### src/design/rvc_pkg.sv
// Shared types, field positions and encodings for the RVC expander
// Imported by every expander module and by the testbench
package rvc_pkg;

    typedef logic [15:0] instr16_t;
    typedef logic [31:0] instr32_t;
    typedef logic [4:0]  reg_addr_t;

    typedef struct packed {
        instr32_t instr;   // Expanded base instruction
        logic     illegal; // Reserved or unsupported encoding
    } rvc_result_t;

    // ------------------------------------------------------------
    // Compressed instruction layout
    localparam int ci_opcode_lsb_c = 0;
    localparam int ci_opcode_msb_c = 1;
    localparam int ci_funct3_lsb_c = 13;
    localparam int ci_funct3_msb_c = 15;
    localparam int ci_rd_3_lsb_c   = 2;
    localparam int ci_rd_3_msb_c   = 4;
    localparam int ci_rs1_3_lsb_c  = 7;
    localparam int ci_rs1_3_msb_c  = 9;
    localparam int ci_rs2_3_lsb_c  = 2;
    localparam int ci_rs2_3_msb_c  = 4;
    localparam int ci_rd_5_lsb_c   = 7;
    localparam int ci_rd_5_msb_c   = 11;
    localparam int ci_rs1_5_lsb_c  = 7;
    localparam int ci_rs1_5_msb_c  = 11;
    localparam int ci_rs2_5_lsb_c  = 2;
    localparam int ci_rs2_5_msb_c  = 6;

    // ------------------------------------------------------------
    // Base instruction layout
    localparam int instr_opcode_lsb_c  = 0;
    localparam int instr_opcode_msb_c  = 6;
    localparam int instr_rd_lsb_c      = 7;
    localparam int instr_rd_msb_c      = 11;
    localparam int instr_funct3_lsb_c  = 12;
    localparam int instr_funct3_msb_c  = 14;
    localparam int instr_rs1_lsb_c     = 15;
    localparam int instr_rs1_msb_c     = 19;
    localparam int instr_rs2_lsb_c     = 20;
    localparam int instr_rs2_msb_c     = 24;
    localparam int instr_funct7_lsb_c  = 25;
    localparam int instr_funct7_msb_c  = 31;
    localparam int instr_imm12_lsb_c   = 20;
    localparam int instr_imm12_msb_c   = 31;
    localparam int instr_imm20_lsb_c   = 12;
    localparam int instr_imm20_msb_c   = 31;
    localparam int instr_funct12_lsb_c = 20;
    localparam int instr_funct12_msb_c = 31;

    // Major opcodes
    localparam logic [6:0] opcode_load_c   = 7'b0000011;
    localparam logic [6:0] opcode_store_c  = 7'b0100011;
    localparam logic [6:0] opcode_alui_c   = 7'b0010011;
    localparam logic [6:0] opcode_alu_c    = 7'b0110011;
    localparam logic [6:0] opcode_lui_c    = 7'b0110111;
    localparam logic [6:0] opcode_jal_c    = 7'b1101111;
    localparam logic [6:0] opcode_jalr_c   = 7'b1100111;
    localparam logic [6:0] opcode_branch_c = 7'b1100011;
    localparam logic [6:0] opcode_system_c = 7'b1110011;

    // Minor opcodes
    localparam logic [2:0] funct3_lw_c     = 3'b010;
    localparam logic [2:0] funct3_sw_c     = 3'b010;
    localparam logic [2:0] funct3_subadd_c = 3'b000;
    localparam logic [2:0] funct3_sll_c    = 3'b001;
    localparam logic [2:0] funct3_sr_c     = 3'b101;
    localparam logic [2:0] funct3_xor_c    = 3'b100;
    localparam logic [2:0] funct3_or_c     = 3'b110;
    localparam logic [2:0] funct3_and_c    = 3'b111;
    localparam logic [2:0] funct3_beq_c    = 3'b000;
    localparam logic [2:0] funct3_bne_c    = 3'b001;

    localparam logic [6:0]  funct7_base_c    = 7'b0000000;
    localparam logic [6:0]  funct7_alt_c     = 7'b0100000; // SUB and SRAI
    localparam logic [11:0] funct12_ebreak_c = 12'h001;

    // Fixed registers
    localparam reg_addr_t reg_zero_c = 5'd0;
    localparam reg_addr_t reg_ra_c   = 5'd1; // Link register
    localparam reg_addr_t reg_sp_c   = 5'd2; // Stack pointer

    // Three-bit register field maps onto x8 - x15
    function automatic reg_addr_t prime_reg(input logic [2:0] field);
        return {2'b01, field};
    endfunction

endpackage

### src/design/rvc_quadrant0_decoder.sv
// Quadrant 0 expander: C.ADDI4SPN, C.LW and C.SW
// Purely combinational, selected by the top level on opcode 00
module rvc_quadrant0_decoder
    import rvc_pkg::*;
(
    input  instr16_t    ci_instr16_i,
    output rvc_result_t result_o
);

    logic [2:0] funct3;
    reg_addr_t  base_p;  // Prime base register
    reg_addr_t  low_p;   // Prime rd (load) or rs2 (store)
    instr32_t   w;
    logic       ill;

    assign funct3 = ci_instr16_i[ci_funct3_msb_c:ci_funct3_lsb_c];
    assign base_p = prime_reg(ci_instr16_i[ci_rs1_3_msb_c:ci_rs1_3_lsb_c]);
    assign low_p  = prime_reg(ci_instr16_i[ci_rs2_3_msb_c:ci_rs2_3_lsb_c]);

    always_comb begin
        w   = '0;
        ill = 1'b0;
        case (funct3)
            3'b010, 3'b011: begin // C.LW, float load form
                w[instr_opcode_msb_c:instr_opcode_lsb_c] = opcode_load_c;
                w[instr_funct3_msb_c:instr_funct3_lsb_c] = funct3_lw_c;
                w[instr_rs1_msb_c:instr_rs1_lsb_c]       = base_p;
                w[instr_rd_msb_c:instr_rd_lsb_c]         =
                    prime_reg(ci_instr16_i[ci_rd_3_msb_c:ci_rd_3_lsb_c]);
                w[instr_imm12_msb_c:instr_imm12_lsb_c]   =
                    {5'b0, ci_instr16_i[5], ci_instr16_i[12:10], ci_instr16_i[6], 2'b00};
                ill = funct3[0]; // C.FLW
            end
            3'b110, 3'b111: begin // C.SW, float store form
                w[instr_opcode_msb_c:instr_opcode_lsb_c] = opcode_store_c;
                w[instr_funct3_msb_c:instr_funct3_lsb_c] = funct3_sw_c;
                w[instr_rs1_msb_c:instr_rs1_lsb_c]       = base_p;
                w[instr_rs2_msb_c:instr_rs2_lsb_c]       = low_p;
                w[instr_funct7_msb_c:instr_funct7_lsb_c] = {5'b0, ci_instr16_i[5], ci_instr16_i[12]};
                w[instr_rd_msb_c:instr_rd_lsb_c]         =
                    {ci_instr16_i[11:10], ci_instr16_i[6], 2'b00};
                ill = funct3[0]; // C.FSW
            end
            default: begin
                // C.ADDI4SPN, scaled unsigned offset added to sp
                w[instr_opcode_msb_c:instr_opcode_lsb_c] = opcode_alui_c;
                w[instr_funct3_msb_c:instr_funct3_lsb_c] = funct3_subadd_c;
                w[instr_rs1_msb_c:instr_rs1_lsb_c]       = reg_sp_c;
                w[instr_rd_msb_c:instr_rd_lsb_c]         = low_p;
                w[instr_imm12_msb_c:instr_imm12_lsb_c]   = {2'b00, ci_instr16_i[10:7],
                    ci_instr16_i[12:11], ci_instr16_i[5], ci_instr16_i[6], 2'b00};
                // All-zero word, zero offset and the reserved slots
                ill = (ci_instr16_i[12:5] == 8'h00) || (funct3 != 3'b000);
            end
        endcase
    end

    assign result_o = '{instr: w, illegal: ill};

endmodule

### src/design/rvc_quadrant1_decoder.sv
// Quadrant 1 expander: constants, immediate and register ALU ops, jumps, branches
// Purely combinational, selected by the top level on opcode 01
module rvc_quadrant1_decoder
    import rvc_pkg::*;
(
    input  instr16_t    ci_instr16_i,
    output rvc_result_t result_o
);

    logic [2:0]  funct3;
    logic [20:0] imm_j;  // C.J / C.JAL offset
    logic [12:0] imm_b;  // C.BEQZ / C.BNEZ offset
    logic [11:0] imm_i;  // Six-bit signed immediate
    reg_addr_t   rd_5;
    reg_addr_t   rs1_p;
    instr32_t    w;
    logic        ill;

    assign funct3 = ci_instr16_i[ci_funct3_msb_c:ci_funct3_lsb_c];
    assign rd_5   = ci_instr16_i[ci_rd_5_msb_c:ci_rd_5_lsb_c];
    assign rs1_p  = prime_reg(ci_instr16_i[ci_rs1_3_msb_c:ci_rs1_3_lsb_c]);
    assign imm_i  = {{7{ci_instr16_i[12]}}, ci_instr16_i[6:2]};

    assign imm_j = {{10{ci_instr16_i[12]}}, ci_instr16_i[8], ci_instr16_i[10:9],
                    ci_instr16_i[6], ci_instr16_i[7], ci_instr16_i[2], ci_instr16_i[11],
                    ci_instr16_i[5:3], 1'b0};
    assign imm_b = {{5{ci_instr16_i[12]}}, ci_instr16_i[6:5], ci_instr16_i[2],
                    ci_instr16_i[11:10], ci_instr16_i[4:3], 1'b0};

    always_comb begin
        w   = '0;
        ill = 1'b0;
        case (funct3)
            3'b001, 3'b101: begin // C.JAL, C.J
                w[instr_opcode_msb_c:instr_opcode_lsb_c] = opcode_jal_c;
                w[instr_rd_msb_c:instr_rd_lsb_c]         = funct3[2] ? reg_zero_c : reg_ra_c;
                w[instr_imm20_msb_c:instr_imm20_lsb_c]   =
                    {imm_j[20], imm_j[10:1], imm_j[11], imm_j[19:12]};
            end
            3'b110, 3'b111: begin // C.BEQZ, C.BNEZ
                w[instr_opcode_msb_c:instr_opcode_lsb_c] = opcode_branch_c;
                w[instr_funct3_msb_c:instr_funct3_lsb_c] = funct3[0] ? funct3_bne_c : funct3_beq_c;
                w[instr_rs1_msb_c:instr_rs1_lsb_c]       = rs1_p;
                w[instr_rs2_msb_c:instr_rs2_lsb_c]       = reg_zero_c;
                w[instr_funct7_msb_c:instr_funct7_lsb_c] = {imm_b[12], imm_b[10:5]};
                w[instr_rd_msb_c:instr_rd_lsb_c]         = {imm_b[4:1], imm_b[11]};
            end
            3'b000, 3'b010: begin
                // C.ADDI and C.NOP add to rd, C.LI adds to x0
                w[instr_opcode_msb_c:instr_opcode_lsb_c] = opcode_alui_c;
                w[instr_funct3_msb_c:instr_funct3_lsb_c] = funct3_subadd_c;
                w[instr_rd_msb_c:instr_rd_lsb_c]         = rd_5;
                w[instr_rs1_msb_c:instr_rs1_lsb_c]       = funct3[1] ? reg_zero_c :
                    ci_instr16_i[ci_rs1_5_msb_c:ci_rs1_5_lsb_c];
                w[instr_imm12_msb_c:instr_imm12_lsb_c]   = imm_i;
            end
            3'b011: begin
                if (rd_5 == reg_sp_c) begin // C.ADDI16SP
                    w[instr_opcode_msb_c:instr_opcode_lsb_c] = opcode_alui_c;
                    w[instr_funct3_msb_c:instr_funct3_lsb_c] = funct3_subadd_c;
                    w[instr_rs1_msb_c:instr_rs1_lsb_c]       = reg_sp_c;
                    w[instr_rd_msb_c:instr_rd_lsb_c]         = reg_sp_c;
                    w[instr_imm12_msb_c:instr_imm12_lsb_c]   = {{3{ci_instr16_i[12]}},
                        ci_instr16_i[4:3], ci_instr16_i[5], ci_instr16_i[2], ci_instr16_i[6],
                        4'b0000};
                end else begin // C.LUI
                    w[instr_opcode_msb_c:instr_opcode_lsb_c] = opcode_lui_c;
                    w[instr_rd_msb_c:instr_rd_lsb_c]         = rd_5;
                    w[instr_imm20_msb_c:instr_imm20_lsb_c]   =
                        {{14{ci_instr16_i[12]}}, ci_instr16_i[12], ci_instr16_i[6:2]};
                end
                ill = ({ci_instr16_i[12], ci_instr16_i[6:2]} == 6'd0); // Zero immediate reserved
            end
            default: begin
                // ------------------------------------------------------------
                // Shifts, C.ANDI and register-register ops on x8 - x15
                w[instr_rd_msb_c:instr_rd_lsb_c]   = rs1_p;
                w[instr_rs1_msb_c:instr_rs1_lsb_c] = rs1_p;
                w[instr_rs2_msb_c:instr_rs2_lsb_c] =
                    prime_reg(ci_instr16_i[ci_rs2_3_msb_c:ci_rs2_3_lsb_c]);
                case (ci_instr16_i[11:10])
                    2'b00, 2'b01: begin // C.SRLI, C.SRAI
                        w[instr_opcode_msb_c:instr_opcode_lsb_c] = opcode_alui_c;
                        w[instr_funct3_msb_c:instr_funct3_lsb_c] = funct3_sr_c;
                        w[instr_funct7_msb_c:instr_funct7_lsb_c] =
                            ci_instr16_i[10] ? funct7_alt_c : funct7_base_c;
                        w[instr_rs2_msb_c:instr_rs2_lsb_c]       = ci_instr16_i[6:2]; // shamt
                        ill = ci_instr16_i[12]; // shamt[5] not on RV32
                    end
                    2'b10: begin // C.ANDI
                        w[instr_opcode_msb_c:instr_opcode_lsb_c] = opcode_alui_c;
                        w[instr_funct3_msb_c:instr_funct3_lsb_c] = funct3_and_c;
                        w[instr_imm12_msb_c:instr_imm12_lsb_c]   = imm_i;
                    end
                    default: begin
                        w[instr_opcode_msb_c:instr_opcode_lsb_c] = opcode_alu_c;
                        case (ci_instr16_i[6:5])
                            2'b00: begin // C.SUB
                                w[instr_funct3_msb_c:instr_funct3_lsb_c] = funct3_subadd_c;
                                w[instr_funct7_msb_c:instr_funct7_lsb_c] = funct7_alt_c;
                            end
                            2'b01:   w[instr_funct3_msb_c:instr_funct3_lsb_c] = funct3_xor_c;
                            2'b10:   w[instr_funct3_msb_c:instr_funct3_lsb_c] = funct3_or_c;
                            default: w[instr_funct3_msb_c:instr_funct3_lsb_c] = funct3_and_c;
                        endcase
                        ill = ci_instr16_i[12]; // RV64 word ops
                    end
                endcase
            end
        endcase
    end

    assign result_o = '{instr: w, illegal: ill};

endmodule

### src/design/rvc_quadrant2_decoder.sv
// Quadrant 2 expander: C.SLLI, stack loads and stores, moves, register jumps, C.EBREAK
// Also takes opcode 11, since full-size words never reach the expander
module rvc_quadrant2_decoder
    import rvc_pkg::*;
(
    input  instr16_t    ci_instr16_i,
    output rvc_result_t result_o
);

    logic [2:0] funct3;
    reg_addr_t  rd_5;
    reg_addr_t  rs2_5;
    instr32_t   w;
    logic       ill;

    assign funct3 = ci_instr16_i[ci_funct3_msb_c:ci_funct3_lsb_c];
    assign rd_5   = ci_instr16_i[ci_rs1_5_msb_c:ci_rs1_5_lsb_c]; // rd and rs1 share bits 11:7
    assign rs2_5  = ci_instr16_i[ci_rs2_5_msb_c:ci_rs2_5_lsb_c];

    always_comb begin
        w   = '0;
        ill = 1'b0;
        case (funct3)
            3'b000: begin // C.SLLI
                w[instr_opcode_msb_c:instr_opcode_lsb_c] = opcode_alui_c;
                w[instr_funct3_msb_c:instr_funct3_lsb_c] = funct3_sll_c;
                w[instr_funct7_msb_c:instr_funct7_lsb_c] = funct7_base_c;
                w[instr_rd_msb_c:instr_rd_lsb_c]         = rd_5;
                w[instr_rs1_msb_c:instr_rs1_lsb_c]       = rd_5;
                w[instr_rs2_msb_c:instr_rs2_lsb_c]       = ci_instr16_i[6:2]; // shamt
                ill = ci_instr16_i[12];
            end
            3'b010, 3'b011: begin // C.LWSP, float form
                w[instr_opcode_msb_c:instr_opcode_lsb_c] = opcode_load_c;
                w[instr_funct3_msb_c:instr_funct3_lsb_c] = funct3_lw_c;
                w[instr_rs1_msb_c:instr_rs1_lsb_c]       = reg_sp_c;
                w[instr_rd_msb_c:instr_rd_lsb_c]         = ci_instr16_i[ci_rd_5_msb_c:ci_rd_5_lsb_c];
                w[instr_imm12_msb_c:instr_imm12_lsb_c]   = {4'b0, ci_instr16_i[3:2],
                    ci_instr16_i[12], ci_instr16_i[6:4], 2'b00};
                ill = funct3[0]; // C.FLWSP
            end
            3'b110, 3'b111: begin // C.SWSP, float form
                w[instr_opcode_msb_c:instr_opcode_lsb_c] = opcode_store_c;
                w[instr_funct3_msb_c:instr_funct3_lsb_c] = funct3_sw_c;
                w[instr_rs1_msb_c:instr_rs1_lsb_c]       = reg_sp_c;
                w[instr_rs2_msb_c:instr_rs2_lsb_c]       = rs2_5;
                w[instr_funct7_msb_c:instr_funct7_lsb_c] = {4'b0, ci_instr16_i[8:7], ci_instr16_i[12]};
                w[instr_rd_msb_c:instr_rd_lsb_c]         = {ci_instr16_i[11:9], 2'b00};
                ill = funct3[0]; // C.FSWSP
            end
            default: begin
                // ------------------------------------------------------------
                // Bit 12 picks the link or add form, rs2 == x0 the jump forms
                if (rs2_5 == reg_zero_c) begin
                    if (ci_instr16_i[12] && (rd_5 == reg_zero_c)) begin // C.EBREAK
                        w[instr_opcode_msb_c:instr_opcode_lsb_c]   = opcode_system_c;
                        w[instr_funct12_msb_c:instr_funct12_lsb_c] = funct12_ebreak_c;
                    end else begin // C.JR, C.JALR
                        w[instr_opcode_msb_c:instr_opcode_lsb_c] = opcode_jalr_c;
                        w[instr_rs1_msb_c:instr_rs1_lsb_c]       = rd_5;
                        w[instr_rd_msb_c:instr_rd_lsb_c]         =
                            ci_instr16_i[12] ? reg_ra_c : reg_zero_c;
                    end
                end else begin // C.MV adds to x0, C.ADD to rd
                    w[instr_opcode_msb_c:instr_opcode_lsb_c] = opcode_alu_c;
                    w[instr_funct3_msb_c:instr_funct3_lsb_c] = funct3_subadd_c;
                    w[instr_rd_msb_c:instr_rd_lsb_c]         = rd_5;
                    w[instr_rs1_msb_c:instr_rs1_lsb_c]       = ci_instr16_i[12] ? rd_5 : reg_zero_c;
                    w[instr_rs2_msb_c:instr_rs2_lsb_c]       = rs2_5;
                end
                ill = (funct3 != 3'b100); // Double and quad stack forms
            end
        endcase
    end

    assign result_o = '{instr: w, illegal: ill};

endmodule

### src/design/rvc_decompressor.sv
// RVC expander top level for the fetch stage
// Picks the quadrant result by opcode and registers it, one cycle of latency
module rvc_decompressor
    import rvc_pkg::*;
(
    input  logic     clk_i,
    input  logic     reset_i,
    input  logic     ci_valid_i,
    input  instr16_t ci_instr16_i,
    output logic     out_valid_o,
    output logic     ci_illegal_o,
    output instr32_t ci_instr32_o
);

    rvc_result_t q0_res;
    rvc_result_t q1_res;
    rvc_result_t q2_res;
    rvc_result_t sel_res;

    rvc_quadrant0_decoder u_quadrant0 (
        .ci_instr16_i (ci_instr16_i),
        .result_o     (q0_res)
    );

    rvc_quadrant1_decoder u_quadrant1 (
        .ci_instr16_i (ci_instr16_i),
        .result_o     (q1_res)
    );

    rvc_quadrant2_decoder u_quadrant2 (
        .ci_instr16_i (ci_instr16_i),
        .result_o     (q2_res)
    );

    always_comb begin
        case (ci_instr16_i[ci_opcode_msb_c:ci_opcode_lsb_c])
            2'b00:   sel_res = q0_res;
            2'b01:   sel_res = q1_res;
            default: sel_res = q2_res; // 10, and 11 as well
        endcase
    end

    // ------------------------------------------------------------
    // Fetch-to-decode register
    always_ff @(posedge clk_i) begin
        if (reset_i) begin
            out_valid_o  <= 1'b0;
            ci_illegal_o <= 1'b0;
            ci_instr32_o <= '0;
        end else begin
            out_valid_o <= ci_valid_i;
            if (ci_valid_i) begin // Data holds across gaps
                ci_instr32_o <= sel_res.instr;
                ci_illegal_o <= sel_res.illegal;
            end
        end
    end

    // Nothing leaves the stage straight out of reset
    a_valid_after_reset : assert property (
        @(posedge clk_i) reset_i |=> !out_valid_o
    );

    // Every legal expansion lands in the 32-bit opcode space
    a_legal_is_full_size : assert property (
        @(posedge clk_i) disable iff (reset_i)
        (out_valid_o && !ci_illegal_o) |-> (ci_instr32_o[1:0] == 2'b11)
    );

endmodule

### config.mk
export PLATFORM = sky130hd
export DESIGN_NAME = rvc_decompressor
export DESIGN_NICKNAME = d
export VERILOG_FILES = /design/src/design/rvc_pkg.sv /design/src/design/rvc_quadrant0_decoder.sv /design/src/design/rvc_quadrant1_decoder.sv /design/src/design/rvc_quadrant2_decoder.sv /design/src/design/rvc_decompressor.sv
export SDC_FILE = /design/constraint.sdc
export NUM_CORES = 1
export LEC_CHECK = 0
export BUFFER_PORTS_ARGS = -buffer_cell sky130_fd_sc_hd__buf_4
export CORE_MARGIN = 10
export CORE_UTILIZATION = 40
export DETAILED_ROUTE_END_ITERATION = 7
export PLACE_DENSITY = 0.66
export SETUP_SLACK_MARGIN = 0.2
export SYNTH_ARGS = -nofsm -noshare
export SYNTH_HDL_FRONTEND = slang
export SYNTH_SLANG_ARGS = --single-unit
### constraint.sdc
create_clock -name clk_i -period 1.8 [get_ports clk_i]
set_input_delay 0.18 -clock clk_i [delete_from_list [all_inputs] [get_ports clk_i]]
set_output_delay 0.18 -clock clk_i [all_outputs]
set_load 0.05 [all_outputs]
Word level (Yosys, flattened, before mapping)
Index checks and enable logic that the tools add are counted.

storage, ports and cells
  output and inout bits = 34
  input bits = 19
  word-level logic and storage cells = 62
  bits in registers = 34

cells by class
  equality and inequality tests = 13
  muxes and demuxes = 27
  reduce and logical (&&, ||, !) cells = 19

operators with widths
  cell                                            number
  case mux 32 bit (4 select lines)                1
  case mux 28 bit (3 select lines)                1
  case mux 33 bit (2 select lines)                1
  case mux 30 bit (2 select lines)                1
  two-way mux 5 bit                               6
  two-way mux 29 bit                              1
  two-way mux 6 bit                               3
  case mux 7 bit (2 select lines)                 1
  two-way mux 12 bit                              1
  logical NOT 5 bit                               2
  two-way mux 10 bit                              1
  OR reduction 2 bit                              5
  == test 3 bit (second input constant)           3
  case mux 3 bit (3 select lines)                 1
  logical NOT 8 bit                               1
  == test 2 x 1 -> 1 bit (second input constant)  3
  == test 3 x 2 -> 1 bit (second input constant)  2
  logical NOT 2 bit                               3
  logical NOT 6 bit                               1
  two-way mux 1 bit                               6
  case mux 3 bit (2 select lines)                 1
  OR reduction 6 bit                              1
  == test 5 x 2 -> 1 bit (second input constant)  1
  == test 2 bit (second input constant)           2
  9 further kinds                                 10

Logic depth before layout (Yosys ltp)
  depth in word-level cells = 6
  depth in mapped cells = 7
  gate-level depth less buffers = 5

By module
A second synthesis with hierarchy kept.

second synthesis, totals
  cells, all modules = 419
  area, all modules = 3529.6 µm²

modules (own cells, without submodules)
  module                 area each (µm²)  times used  cells each  sequential area each (µm²)
  rvc_decompressor       2143.3           1           194         680.7
  rvc_quadrant1_decoder  700.7            1           123         0.0
  rvc_quadrant2_decoder  404.1            1           59          0.0
  rvc_quadrant0_decoder  281.5            1           43          0.0

Worst setup path before layout
OpenSTA, ideal clock, no wires.

  path kind = in2reg
  start = in ci_instr16_i[7]
  end = reg ci_illegal_o
  buffers on the path = 1
  data arrival time = 1.496 ns
  slack = 0.214 ns
  stages on the path = 6
  setup time = 0.091 ns
  required time = 1.709 ns
  cells stage by stage = buf_6 -> nor4_4 -> nand2_2 -> o311a_1 -> a211o_1 -> a311oi_1

on the way
  word-level cells in the longest chain between the ends = 4

RTL lines
  item                              RTL line                     RTL
  from (decl)                       rvc_decompressor.sv:9        input instr16_t ci_instr16_i,
  logical NOT 8 bit                 rvc_quadrant0_decoder.sv:53  ill = (ci_instr16_i[12:5] == 8'h00) || (funct3 != 3'b000);
  logical OR 1 bit                  rvc_quadrant0_decoder.sv:53
  two-way mux 1 bit                 rvc_quadrant0_decoder.sv:23  case (funct3)
  case mux 33 bit (2 select lines)  rvc_decompressor.sv:36       case (ci_instr16_i[ci_opcode_msb_c:ci_opcode_lsb_c])
  to (signal assigned)              rvc_decompressor.sv:54       ci_illegal_o <= sel_res.illegal;
  to (decl)                         rvc_decompressor.sv:11       output logic ci_illegal_o,

Every way passes these cells.
A chain may end at the register's enable or synchronous reset.

Final worst setup path
  start = in ci_instr16_i[4]
  end = reg ci_instr32_o[7]

on the way
  word-level cells in the longest chain between the ends = 4

RTL lines
  item                              RTL line                     RTL
  logical NOT 5 bit                 rvc_quadrant2_decoder.sv:54  if (rs2_5 == reg_zero_c) begin
  two-way mux 12 bit                rvc_quadrant2_decoder.sv:54
  case mux 28 bit (3 select lines)  rvc_quadrant2_decoder.sv:23  case (funct3)
  case mux 33 bit (2 select lines)  rvc_decompressor.sv:36
  to (signal assigned)              rvc_decompressor.sv:53       ci_instr32_o <= sel_res.instr;
  to (decl)                         rvc_decompressor.sv:12       output instr32_t ci_instr32_o

Every way passes these cells.

==> flow_summary.ini <==
[yosys]
async_reset_ff_share_pct = 0
seq_area_frac_synth_pct = 25.8
synthDistinctLibCells = 64
syn_area_mm2 = 0.00256
ys_ff_latch = 33
synth_nets = 377
synth_warnings = 0
ys.flop_type = dfxtp_1
netlist_instances = 358
synth_edf_count = 0
synth_area_per_cell_um2 = 7.14

[place]
dp_hpwl_mm = 8.19
gp_routability_congestion = 0.993
dpl_cell_area_mm2 = 0.00324
io_buffers = 52

[clock_tree]
cts_setup_buffers = 0
cts_tree = yes
numCtsBuffers = 5
clk_latency_ns = 0.28
cts_htree_levels = 2
cts.sinks = 33
cts.path.max_buffers = 2
ctsRootBufferMaster = clkbuf_8
clk_pin_slew_ns = 0.07

[setup_path]
worstRegToRegCells = 2
startpoint_type = primary input
endpoint_kind = flip-flop
r2r_slack_ns = 1.04
reg2reg_from = ci_instr32_o[20]$_SDFFE_PP0P_
cp.arrival_ns = 1.71
required_ns = 1.99
worstSetupPathType = primary input to flip-flop
crit_fanout = 8
r2r_end = ci_instr32_o[20]$_SDFFE_PP0P_

[routing]
ant_nets = 0
first_iter_violations = 414
avgViaCountPerCell = 6.38
wl_per_cell_um = 21.4
firstDrtPassIters = 6
drc = 0
drt-total-wl_mm = 10.8
vias = 3234

[floorplanning]
io_pins = 53
die_h_um = 99.9
fp.dieW_um = 99.9
dieArea_mm2 = 0.00999
core_mm2 = 0.00628
rows = 29
initial_core_util_pct = 40.7

[sta]
clock_skew_ns = 0
period_share_pct = 84.3
slew-limit-headroom_pct = 68.0
slew_violations = 0
hold_violations = 0
max_freq_mhz = 659
tightest_slew_ns = 0.468
fin_tns_setup_ns = 0
fin_crit_ns = 1.52
setup_viol = 0
rsz0062_at_grt = no

[power]
vdd_drop_max_mv = 0.411
power_leakage_uw = 0.00136
power-per-cell-area_mw_per_mm2 = 649

[status]
outcome = finished clean

[worst_hold_path]
holdCritStartpoint = ci_instr16_i[9]
hold_class = primary input to flip-flop
whs_path_depth = 3
hold_path_end = ci_instr32_o[28]$_SDFFE_PP0P_

[grt]
first_global_vias = 3060
grt_max_degree = 33
antenna_found_initial = 0
grt_pass1_wl_mm = 16.8
grt-ovfl-total = 0
grt_usage_pct = 20.8

[finish]
nets = 448
stdcell_area_mm2 = 0.00333
n_antenna_cell = 0
drive_above_1_share_pct = 30.2
area_growth_pct = 30.4

[run]
drv_cap = 0
-- state kept, by name, indices dropped and copies added (netlist names) --
register	cells
ci_illegal_o	1
ci_instr32_o	31
out_valid_o	1
-- worst max path at each step --
stage	startpoint	end	slack, ns
after floorplan	ci_instr16_i[7]	ci_illegal_o$_SDFFE_PP0P_	0.21
after global placement	ci_instr16_i[7]	ci_illegal_o$_SDFFE_PP0P_	0.05
after detailed placement	ci_instr16_i[7]	ci_instr32_o[18]$_SDFFE_PP0P_	0.03
after CTS	ci_instr16_i[4]	ci_instr32_o[7]$_SDFFE_PP0P_	0.33
after global routing	ci_instr16_i[7]	ci_instr32_o[18]$_SDFFE_PP0P_	0.21
final	ci_instr16_i[4]	ci_instr32_o[7]$_SDFFE_PP0P_	0.28
-- cells by family after synthesis --
kind of cell	after synthesis	synth area share [%]
buf+inv	50	9.59
compound gates	135	36.2
mux	4	1.62
flops	33	25.8
xor+xnor	1	0.343
simple gates	135	26.4
-- routing by layer --
layer / GRT usage (%) / up-vias / part of all wire (%)
met5: 0 / - / 0
met4: 9.15 / 0 / 4.0
met3: 4.88 / 46 / 12
met2: 31.3 / 253 / 42
met1: 27.7 / 1465 / 42
li1: - / 1470 / -
-- where the power goes --
part           total (µW)  switching [µW]  internal [µW]
Clock                 554             287            267
Sequential            801            24.7            777
Combinational         809             527            282
Total                2160             839           1330
-- repair_timing --
| item | in CTS | in global routing |
|---|---|---|
| hold buffers | 0 | 0 |
| endpoints found under the setup margin | 0 | 2 |
| resized for setup | 0 | 1 |
-- worst max-delay path, stage by stage --
cell	delay, ns
buf_4	0.15
or4_4	0.55
nor3_2	0.24
and2_2	0.22
nand3_1	0.08
a311oi_1	0.28
-- layout by cell type (no fill, tap or decap), types with 3 or more instances in the layout --
cell      netlist  final
a311oi_1       10     10
a21oi_1        36     36
or2_2           3      3
dfxtp_1        33     33
a211oi_1        9      9
clkbuf_8        0      5
nand2_1        40     40
o21ai_0        19     19
o21bai_1        4      4
nor3_1          7      7
buf_4           4    104
a31oi_1         9      9
o211ai_1        8      8
nand4_1         3      3
nand2b_1        8      8
nor2b_1         6      6
mux2i_1         3      3
nor4_1          6      5
a211o_1         3      3
nor2_1         38     38
o32ai_1         3      3
o22ai_1         3      3
nand3_1         9      9
o221ai_1        5      5
inv_1           8      8
-- metrics by stage --
step | util, % | total power (µW) | instances | setup slack [ns] | hold slack [ns]
finish | 53.1 | 2160 | 507 | 0.283 | 0.258
global route | 53.1 | 2250 | 507 | 0.210 | 0.263
CTS | 53.0 | 2160 | 507 | 0.326 | 0.240
detailed placement | 51.6 | 1610 | 499 | 0.0285 | 0.447
global placement | 51.6 | 1610 | 499 | 0.0506 | 0.447
floorplan | - | 1320 | 358 | 0.214 | 0.376
-- Yosys cell counts (8+ instances only) --
cell      count  area, µm²
nor2_1       38        143
o211ai_1      8       60.1
nand2b_1      8       50.1
a311oi_1     10       87.6
dfxtp_1      33        661
o21ai_0      19       95.1
nand3_1       9       45.0
a31oi_1       9       56.3
clkbuf_1     19       71.3
nand2_1      40        150
a211oi_1      9       67.6
buf_2         9       45.0
a21oi_1      36        180
inv_1         8       30.0
-- layout make-up --
type / count / area, µm²
clock inverters: 3 / 17.5
inverters: 9 / 33.8
fillers: 645 / 2940
clock buffers: 5 / 68.8
repair buffers: 105 / 801
multi-input cells: 275 / 1660
flip-flops and latches: 33 / 661
well taps: 77 / 96.3
No activity file was read; power rests on OpenSTA's default activity.
